## src/common/spi_proto_pkg.sv

```systemverilog
package spi_proto_pkg;

    // Bits moved in one transfer, also the data register width
    localparam int WORD_W = 16;

    // Bit counter wide enough to index every bit of a word
    localparam int CNT_W = 4;

    // Index of the final bit of a word
    localparam logic [CNT_W-1:0] LAST_BIT = CNT_W'(WORD_W - 1);

    // Shift engine states.
    // Every state other than IDLE lasts exactly one tick period,
    // so one transfer takes 2 + 2 * WORD_W ticks.
    typedef enum logic [2:0] {
        IDLE     = 3'd0,    // Waiting for start
        SELECT   = 3'd1,    // Chip select asserted, clock at idle
        DRIVE    = 3'd2,    // Clock at idle level, next bit on mosi
        SAMPLE   = 3'd3,    // Clock at active level, miso captured
        DESELECT = 3'd4     // Chip select released, done pulse
    } spi_state_t;

endpackage

```

## src/common/spi_reg_pkg.sv

```systemverilog
package spi_reg_pkg;

    // Clock divisor width, bits 7:0 of the control word
    localparam int DIV_W = 8;

    // Divisor after reset
    localparam logic [DIV_W-1:0] DIV_RESET = 8'd3;

    // Host register map
    typedef enum logic [1:0] {
        REG_CTRL   = 2'd0,  // Divisor and polarity bits
        REG_TXDATA = 2'd1,  // Write starts a transfer when idle
        REG_RXDATA = 2'd2,  // Last received word
        REG_STATUS = 2'd3   // Busy and sticky done
    } reg_addr_t;

    // Control word bit positions
    localparam int CTRL_CPOL_BIT  = 8;     // Idle level of sclk
    localparam int CTRL_CSPOL_BIT = 9;     // Active level of cs

    // Status word bit positions
    localparam int STAT_BUSY_BIT = 0;
    localparam int STAT_DONE_BIT = 1;      // Cleared by a STATUS read

endpackage

```

## src/common/spi_ctrl_if.sv

```systemverilog
interface spi_ctrl_if import spi_proto_pkg::*, spi_reg_pkg::*; ();

    // Configuration and command, from the register block
    logic [DIV_W-1:0]  div;         // Tick every div+1 clocks
    logic              cpol;        // Idle level of sclk
    logic              cs_active;   // Asserted level of cs
    logic [WORD_W-1:0] tx_word;     // Word loaded on start
    logic              start;       // One-cycle request

    // Result and state, from the shift engine
    logic [WORD_W-1:0] rx_word;     // Valid from done onwards
    logic              done;        // One-cycle completion strobe
    logic              busy;        // High while a transfer runs

    modport regs (
        output div, cpol, cs_active, tx_word, start,
        input  rx_word, done, busy
    );

    modport engine (
        input  div, cpol, cs_active, tx_word, start,
        output rx_word, done, busy
    );

endinterface

```

## src/rtl/spi_regs.sv

```systemverilog
module spi_regs import spi_proto_pkg::*, spi_reg_pkg::*; (
    input  logic              clk,
    input  logic              reset,
    input  logic              wr_en,
    input  logic              rd_en,
    input  reg_addr_t         addr,
    input  logic [WORD_W-1:0] wdata,
    output logic [WORD_W-1:0] rdata,
    output logic              rdata_valid,
    spi_ctrl_if.regs          ctrl
);

    logic [WORD_W-1:0] tx_reg;      // Last accepted transmit word
    logic [WORD_W-1:0] ctrl_word;
    logic [WORD_W-1:0] stat_word;
    logic [WORD_W-1:0] read_word;
    logic              done_flag;   // Sticky until STATUS is read
    logic              tx_write;
    logic              ctrl_write;
    logic              stat_read;

    assign tx_write   = wr_en && (addr == REG_TXDATA);
    assign ctrl_write = wr_en && (addr == REG_CTRL);
    assign stat_read  = rd_en && (addr == REG_STATUS);

    // Writes during a transfer are dropped
    assign ctrl.start = tx_write && !ctrl.busy;

    // The engine loads on the strobe cycle itself, before tx_reg updates
    assign ctrl.tx_word = ctrl.start ? wdata : tx_reg;

    always_ff @(posedge clk)
    begin
        if (reset)
        begin
            ctrl.div       <= DIV_RESET;
            ctrl.cpol      <= 1'b0;
            ctrl.cs_active <= 1'b0;   // Active low chip select
            done_flag      <= 1'b0;
            rdata_valid    <= 1'b0;
        end
        else
        begin
            if (ctrl_write)
            begin
                ctrl.div       <= wdata[DIV_W-1:0];
                ctrl.cpol      <= wdata[CTRL_CPOL_BIT];
                ctrl.cs_active <= wdata[CTRL_CSPOL_BIT];
            end

            // A completion in the same cycle as the read wins
            if (ctrl.done)
                done_flag <= 1'b1;
            else if (stat_read)
                done_flag <= 1'b0;

            rdata_valid <= rd_en;
        end
    end

    always_ff @(posedge clk)
    begin
        if (ctrl.start)
            tx_reg <= wdata;
        if (rd_en)
            rdata <= read_word;
    end

    always_comb
    begin
        ctrl_word                 = '0;
        ctrl_word[DIV_W-1:0]      = ctrl.div;
        ctrl_word[CTRL_CPOL_BIT]  = ctrl.cpol;
        ctrl_word[CTRL_CSPOL_BIT] = ctrl.cs_active;

        stat_word                = '0;
        stat_word[STAT_BUSY_BIT] = ctrl.busy;
        stat_word[STAT_DONE_BIT] = done_flag;   // Value before the clear
    end

    always_comb
    begin
        case (addr)
            REG_CTRL:   read_word = ctrl_word;
            REG_TXDATA: read_word = tx_reg;
            REG_RXDATA: read_word = ctrl.rx_word;
            REG_STATUS: read_word = stat_word;
            default:    read_word = '0;
        endcase
    end

endmodule

```

## src/spi_engine/spi_tick_gen.sv

```systemverilog
module spi_tick_gen import spi_reg_pkg::*; (
    input  logic             clk,
    input  logic             reset,
    input  logic             run,
    input  logic [DIV_W-1:0] div,
    output logic             tick
);

    // Clock cycles already spent in the current tick period
    logic [DIV_W-1:0] count;

    // One enable every div+1 cycles, the first one div+1 cycles into run
    assign tick = run && (count == div);

    always_ff @(posedge clk)
    begin
        if (reset)
        begin
            count <= '0;
        end
        else if (!run)
        begin
            // Held so every transfer begins on a full period
            count <= '0;
        end
        else if (tick)
        begin
            count <= '0;    // Start the next period
        end
        else
        begin
            count <= count + 1'b1;
        end
    end

endmodule

```

## src/spi_engine/spi_shift_engine.sv

```systemverilog
module spi_shift_engine import spi_proto_pkg::*, spi_reg_pkg::*; (
    input  logic       clk,
    input  logic       reset,
    spi_ctrl_if.engine ctrl,
    output logic       sclk,
    output logic       mosi,
    input  logic       miso,
    output logic       cs
);

    spi_state_t        state;
    logic [WORD_W-1:0] tx_shift;    // Bit 0 is on mosi
    logic [WORD_W-1:0] rx_shift;    // Filled from the top
    logic [WORD_W-1:0] rx_hold;     // Completed word for the host
    logic [CNT_W-1:0]  bit_cnt;
    logic [DIV_W-1:0]  div_q;       // Divisor for this transfer
    logic              cpol_q;
    logic              cs_act_q;
    logic              run;
    logic              tick;
    logic              last_bit;

    assign run      = (state != IDLE);
    assign last_bit = (bit_cnt == LAST_BIT);

    assign ctrl.busy    = run;
    assign ctrl.done    = (state == DESELECT) && tick;
    assign ctrl.rx_word = rx_hold;

    assign mosi = tx_shift[0];     // Least significant bit first

    spi_tick_gen u_tick_gen (
        .clk   (clk),
        .reset (reset),
        .run   (run),
        .div   (div_q),
        .tick  (tick)
    );

    // State, pin levels and bit count
    always_ff @(posedge clk)
    begin
        if (reset)
        begin
            state    <= IDLE;
            bit_cnt  <= '0;
            cpol_q   <= 1'b0;
            cs_act_q <= 1'b0;
            sclk     <= 1'b0;
            cs       <= 1'b1;   // Inactive for the reset polarity
        end
        else
        begin
            case (state)
                IDLE:
                begin
                    if (ctrl.start)
                    begin
                        cpol_q   <= ctrl.cpol;
                        cs_act_q <= ctrl.cs_active;
                        sclk     <= ctrl.cpol;
                        cs       <= ctrl.cs_active;   // Held through SELECT
                        bit_cnt  <= '0;
                        state    <= SELECT;
                    end
                end

                SELECT:
                begin
                    if (tick)
                        state <= DRIVE;
                end

                DRIVE:
                begin
                    if (tick)
                    begin
                        sclk  <= ~cpol_q;   // Leading edge
                        state <= SAMPLE;
                    end
                end

                SAMPLE:
                begin
                    if (tick)
                    begin
                        sclk <= cpol_q;     // Trailing edge
                        if (last_bit)
                        begin
                            state <= DESELECT;
                        end
                        else
                        begin
                            bit_cnt <= bit_cnt + 1'b1;
                            state   <= DRIVE;
                        end
                    end
                end

                DESELECT:
                begin
                    if (tick)
                    begin
                        cs    <= ~cs_act_q;
                        state <= IDLE;
                    end
                end

                default:
                    state <= IDLE;
            endcase
        end
    end

    // Data path
    always_ff @(posedge clk)
    begin
        if ((state == IDLE) && ctrl.start)
        begin
            tx_shift <= ctrl.tx_word;   // First bit appears right away
            div_q    <= ctrl.div;
        end

        // Next bit goes out together with the trailing edge
        if ((state == SAMPLE) && tick && !last_bit)
            tx_shift <= {1'b0, tx_shift[WORD_W-1:1]};

        // Capture on the leading edge
        if ((state == DRIVE) && tick)
            rx_shift <= {miso, rx_shift[WORD_W-1:1]};

        if ((state == SAMPLE) && tick && last_bit)
            rx_hold <= rx_shift;
    end

endmodule

```

## src/rtl/spi_master_top.sv

```systemverilog
module spi_master_top import spi_proto_pkg::*, spi_reg_pkg::*; (
    input  logic              clk,
    input  logic              reset,

    // Host side
    input  logic              wr_en,
    input  logic              rd_en,
    input  reg_addr_t         addr,
    input  logic [WORD_W-1:0] wdata,
    output logic [WORD_W-1:0] rdata,
    output logic              rdata_valid,
    output logic              transfer_done,

    // Serial side
    output logic              sclk,
    output logic              mosi,
    input  logic              miso,
    output logic              cs
);

    spi_ctrl_if ctrl_bus ();

    spi_regs u_regs (
        .clk         (clk),
        .reset       (reset),
        .wr_en       (wr_en),
        .rd_en       (rd_en),
        .addr        (addr),
        .wdata       (wdata),
        .rdata       (rdata),
        .rdata_valid (rdata_valid),
        .ctrl        (ctrl_bus.regs)
    );

    spi_shift_engine u_engine (
        .clk   (clk),
        .reset (reset),
        .ctrl  (ctrl_bus.engine),
        .sclk  (sclk),
        .mosi  (mosi),
        .miso  (miso),
        .cs    (cs)
    );

    // Same strobe that sets the sticky done bit
    assign transfer_done = ctrl_bus.done;

endmodule

```

## config.mk

```make
export PLATFORM = sky130hd
export DESIGN_NAME = spi_master_top
export DESIGN_NICKNAME = d
export VERILOG_FILES = /design/src/common/spi_proto_pkg.sv /design/src/common/spi_reg_pkg.sv /design/src/common/spi_ctrl_if.sv /design/src/rtl/spi_regs.sv /design/src/spi_engine/spi_tick_gen.sv /design/src/spi_engine/spi_shift_engine.sv /design/src/rtl/spi_master_top.sv
export SDC_FILE = /design/constraint.sdc
export NUM_CORES = 1
export LEC_CHECK = 0
export BUFFER_PORTS_ARGS = -buffer_cell sky130_fd_sc_hd__buf_2
export CAP_MARGIN = 10
export CORE_MARGIN = 2
export CORE_UTILIZATION = 29
export CTS_BUF_LIST = sky130_fd_sc_hd__clkbuf_8 sky130_fd_sc_hd__clkbuf_16
export DETAILED_ROUTE_END_ITERATION = 12
export RECOVER_POWER = 50
export SYNTH_ARGS = -nofsm -noshare
export SYNTH_HDL_FRONTEND = slang
export SYNTH_SLANG_ARGS = --single-unit
```

## constraint.sdc

```tcl
create_clock -name clk -period 2.95 [get_ports clk]
set_input_delay 0.59 -clock clk [delete_from_list [all_inputs] [get_ports clk]]
set_output_delay 0.59 -clock clk [all_outputs]
set_load 0.05 [all_outputs]
```

==> results.py <==
metrics = {
    "clocking": {
        "cts_tree": "built",
        "worst_skew_pair.late_latency_ns": 0.41,
        "clockBufferDepth": 2,
        "clk_pin_slew_ns": 0.05,
        "cts_num_sinks": 119,
        "cts_root_buf": "clkbuf_16",
        "holdBufCountCts": 0,
        "cts_buffers": 17,
        "cts_max_level": 4,
        "cts_setup_buffers": 0,
        "cts_resized": 0,
    },
    "synth": {
        "synthArstFlopShare": 0,
        "yosysWarningCount": 0,
        "synth.area.top_cells": "edfxtp_1 (46%), dfxtp_1 (21%), nand2_1 (5.7%)",
        "yosysUniqueCellTypes": 42,
        "syn_inst": 363,
        "avgSynthCellArea_um2": 12.6,
        "synth_ff_type": "edfxtp_1",
        "yosysSeqAreaShare": 0.674,
        "synth_top_cell_by_area": "edfxtp_1",
        "ys_ff_latch": 119,
        "synth_edf_count": 71,
        "syn_area_um2": 4590,
        "synth_top_area_share": 0.464,
        "syn_nets": 388,
    },
    "setup_path": {
        "required_ns": 2.36,
        "endpoint_kind": "primary output",
        "worstPathArrival_ns": 2.07,
        "cp_max_fo": 4,
        "startpoint_type": "flip-flop",
        "crit_type": "flip-flop to primary output",
    },
    "timing": {
        "worst_slew_pin_slew_ns": 1.14,
        "fin_ws_ns": 0.286,
        "period_share": 0.903,
        "rsz0062_at_grt": "false",
        "hold_slack_ns": 0.352,
        "fmax_mhz": 375,
        "period_minus_slack_ns": 2.66,
        "setup_viol": 0,
        "finalClockSkew_ns": 0.00619,
        "fin_tns_setup_ns": 0,
        "slew_violations": 0,
        "maxSlewHeadroom": 0.240,
        "final_hold_viol_count": 0,
    },
    "final_layout": {
        "layout-drive-gt1-share": 0.177,
        "multiInputGateArea_um2": 1400,
        "seqCellArea_um2": 3090,
        "final.fill_count": 1547,
        "finish.net_count": 442,
        "syn_to_final_growth_pct": 23.2,
        "antenna_cells": 0,
        "final_cell_mix": "edfxtp_1 (71), nand2_1 (70), dfxtp_1 (48)",
        "final_common_cell": "edfxtp_1",
    },
    "die": {
        "initial_core_util": 0.300,
        "coreArea_um2": 15300,
        "die_x_um": 130,
        "die_h_um": 130,
        "num_rows": 45,
        "num_io_pins": 44,
        "dieArea_um2": 16900,
    },
    "drt": {
        "viasPerCell": 4.65,
        "totalWireLength_um": 10400,
        "drt-pass1-iter-count": 4,
        "drt-wirelength-per-cell_um": 16.2,
        "drc": 0,
        "ant_nets": 0,
        "drtIter0Drc": 300,
        "dr_total_vias": 2979,
    },
    "global_route": {
        "grt_pass1_vias": 3115,
        "overflow": 0,
        "grt_max_degree": 26,
        "antenna_found_initial": 0,
        "grt_pass1_wl_um": 16500,
        "grt_usage": 0.134,
    },
    "pwr": {
        "p_per_area_nw_per_um2": 781,
        "ir_drop_mv": 0.424,
        "p_leak_nw": 2.08,
        "power_w": 0.00442,
    },
    "placement": {
        "gp_congestion": 0.783,
        "port_buffers": 43,
        "dp_hpwl_um": 6870,
        "place_worst_setup_slack_ns": 0.603,
    },
    "outcome": {
        "status": "finished clean",
    },
    "flow_run": {
        "cap_violations": 0,
    },
    "min_path": {
        "hold_path.class": "input pin to flip-flop",
    },
}
==> routing by layer <==
| metal | share of wire | track usage | vias up |
|---|---|---|---|
| met3 | 0.040 | 0.0480 | 12 |
| met1 | 0.46 | 0.167 | 1475 |
| li1 | - | - | 1416 |
| met4 | 0.011 | 0.0500 | 0 |
| met5 | 0 | 0 | - |
| met2 | 0.49 | 0.214 | 76 |
==> metrics by stage <==
step | utilization | area, um^2 | std cells
final | 0.369 | 5660 | 641
after global routing | 0.369 | 5660 | 641
after CTS | 0.373 | 5720 | 641
after detailed placement | 0.332 | 5080 | 609
after global placement | 0.332 | 5080 | 609
after floorplan | - | 4590 | 363
==> cell usage after synthesis (all sizes together), types with 2 or more instances <==
master and instances:
o21ai 11, or3 2, nand3 10, nor3b 2, a22o 6, o211ai 3, mux2 15, a211oi 2
inv 6, nor2 23, clkbuf 8, buf 9, a31oi 2, xor2 14, nor4 6, and2 2
nor2b 3, dfxtp 48, mux2i 17, ha 2, and3 5, a21oi 9, mux4 2, edfxtp 71
nor3 3, nand2 70
==> final timing paths <==
| check | slack (ns) | cells past startpoint | endpoint | start |
|---|---|---|---|---|
| worst min register to register | 0.43 | 0 | u_engine.ctrl.rx_word[0] | u_engine.rx_shift[0] |
| worst max-delay path | 0.29 | 4 | transfer_done | u_engine.div_q[7] |
| worst max register to register | 0.36 | 7 | u_engine.sclk | u_engine.state[1] |
| worst min-delay path | 0.35 | 1 | u_engine.rx_shift[15] | miso |
==> logic make-up (layout without fill, tap and decap cells) <==
group / count (synthesis) / count (layout) / synth area share
buffers and inverters: 23 / 90 / 0.0215
flip-flops: 119 / 119 / 0.674
multiplexers: 34 / 34 / 0.0837
XOR/XNOR: 15 / 15 / 0.0286
adder cells (fa/ha/maj): 2 / 2 / 0.00545
AND/OR/NAND/NOR: 131 / 131 / 0.131
AO/OA/AOI/OAI: 39 / 39 / 0.0556
==> cell type report <==
type                       instances  share of cell area
timing repair buffer              52              0.0425
sequential                       119               0.547
inverter                           6             0.00398
multi-input combinational        221               0.247
clock inverter                    15              0.0374
clock buffer                      17              0.0752
tap                              211              0.0467
==> critical path, stage by stage, from the launching register on <==
cell and delay, ns:
edfxtp_1 0.42, xor2_1 0.19, nor4_2 0.38, and4_1 0.38
buf_2 0.31
==> where the power goes <==
group | internal [W] | switching (W) | total [W]
Clock | 0.00149 | 0.000739 | 0.00223
Combinational | 0.000101 | 0.000191 | 0.000292
Sequential | 0.00186 | 0.0000458 | 0.00190
Note: power is estimated with default switching activity, not from simulation.
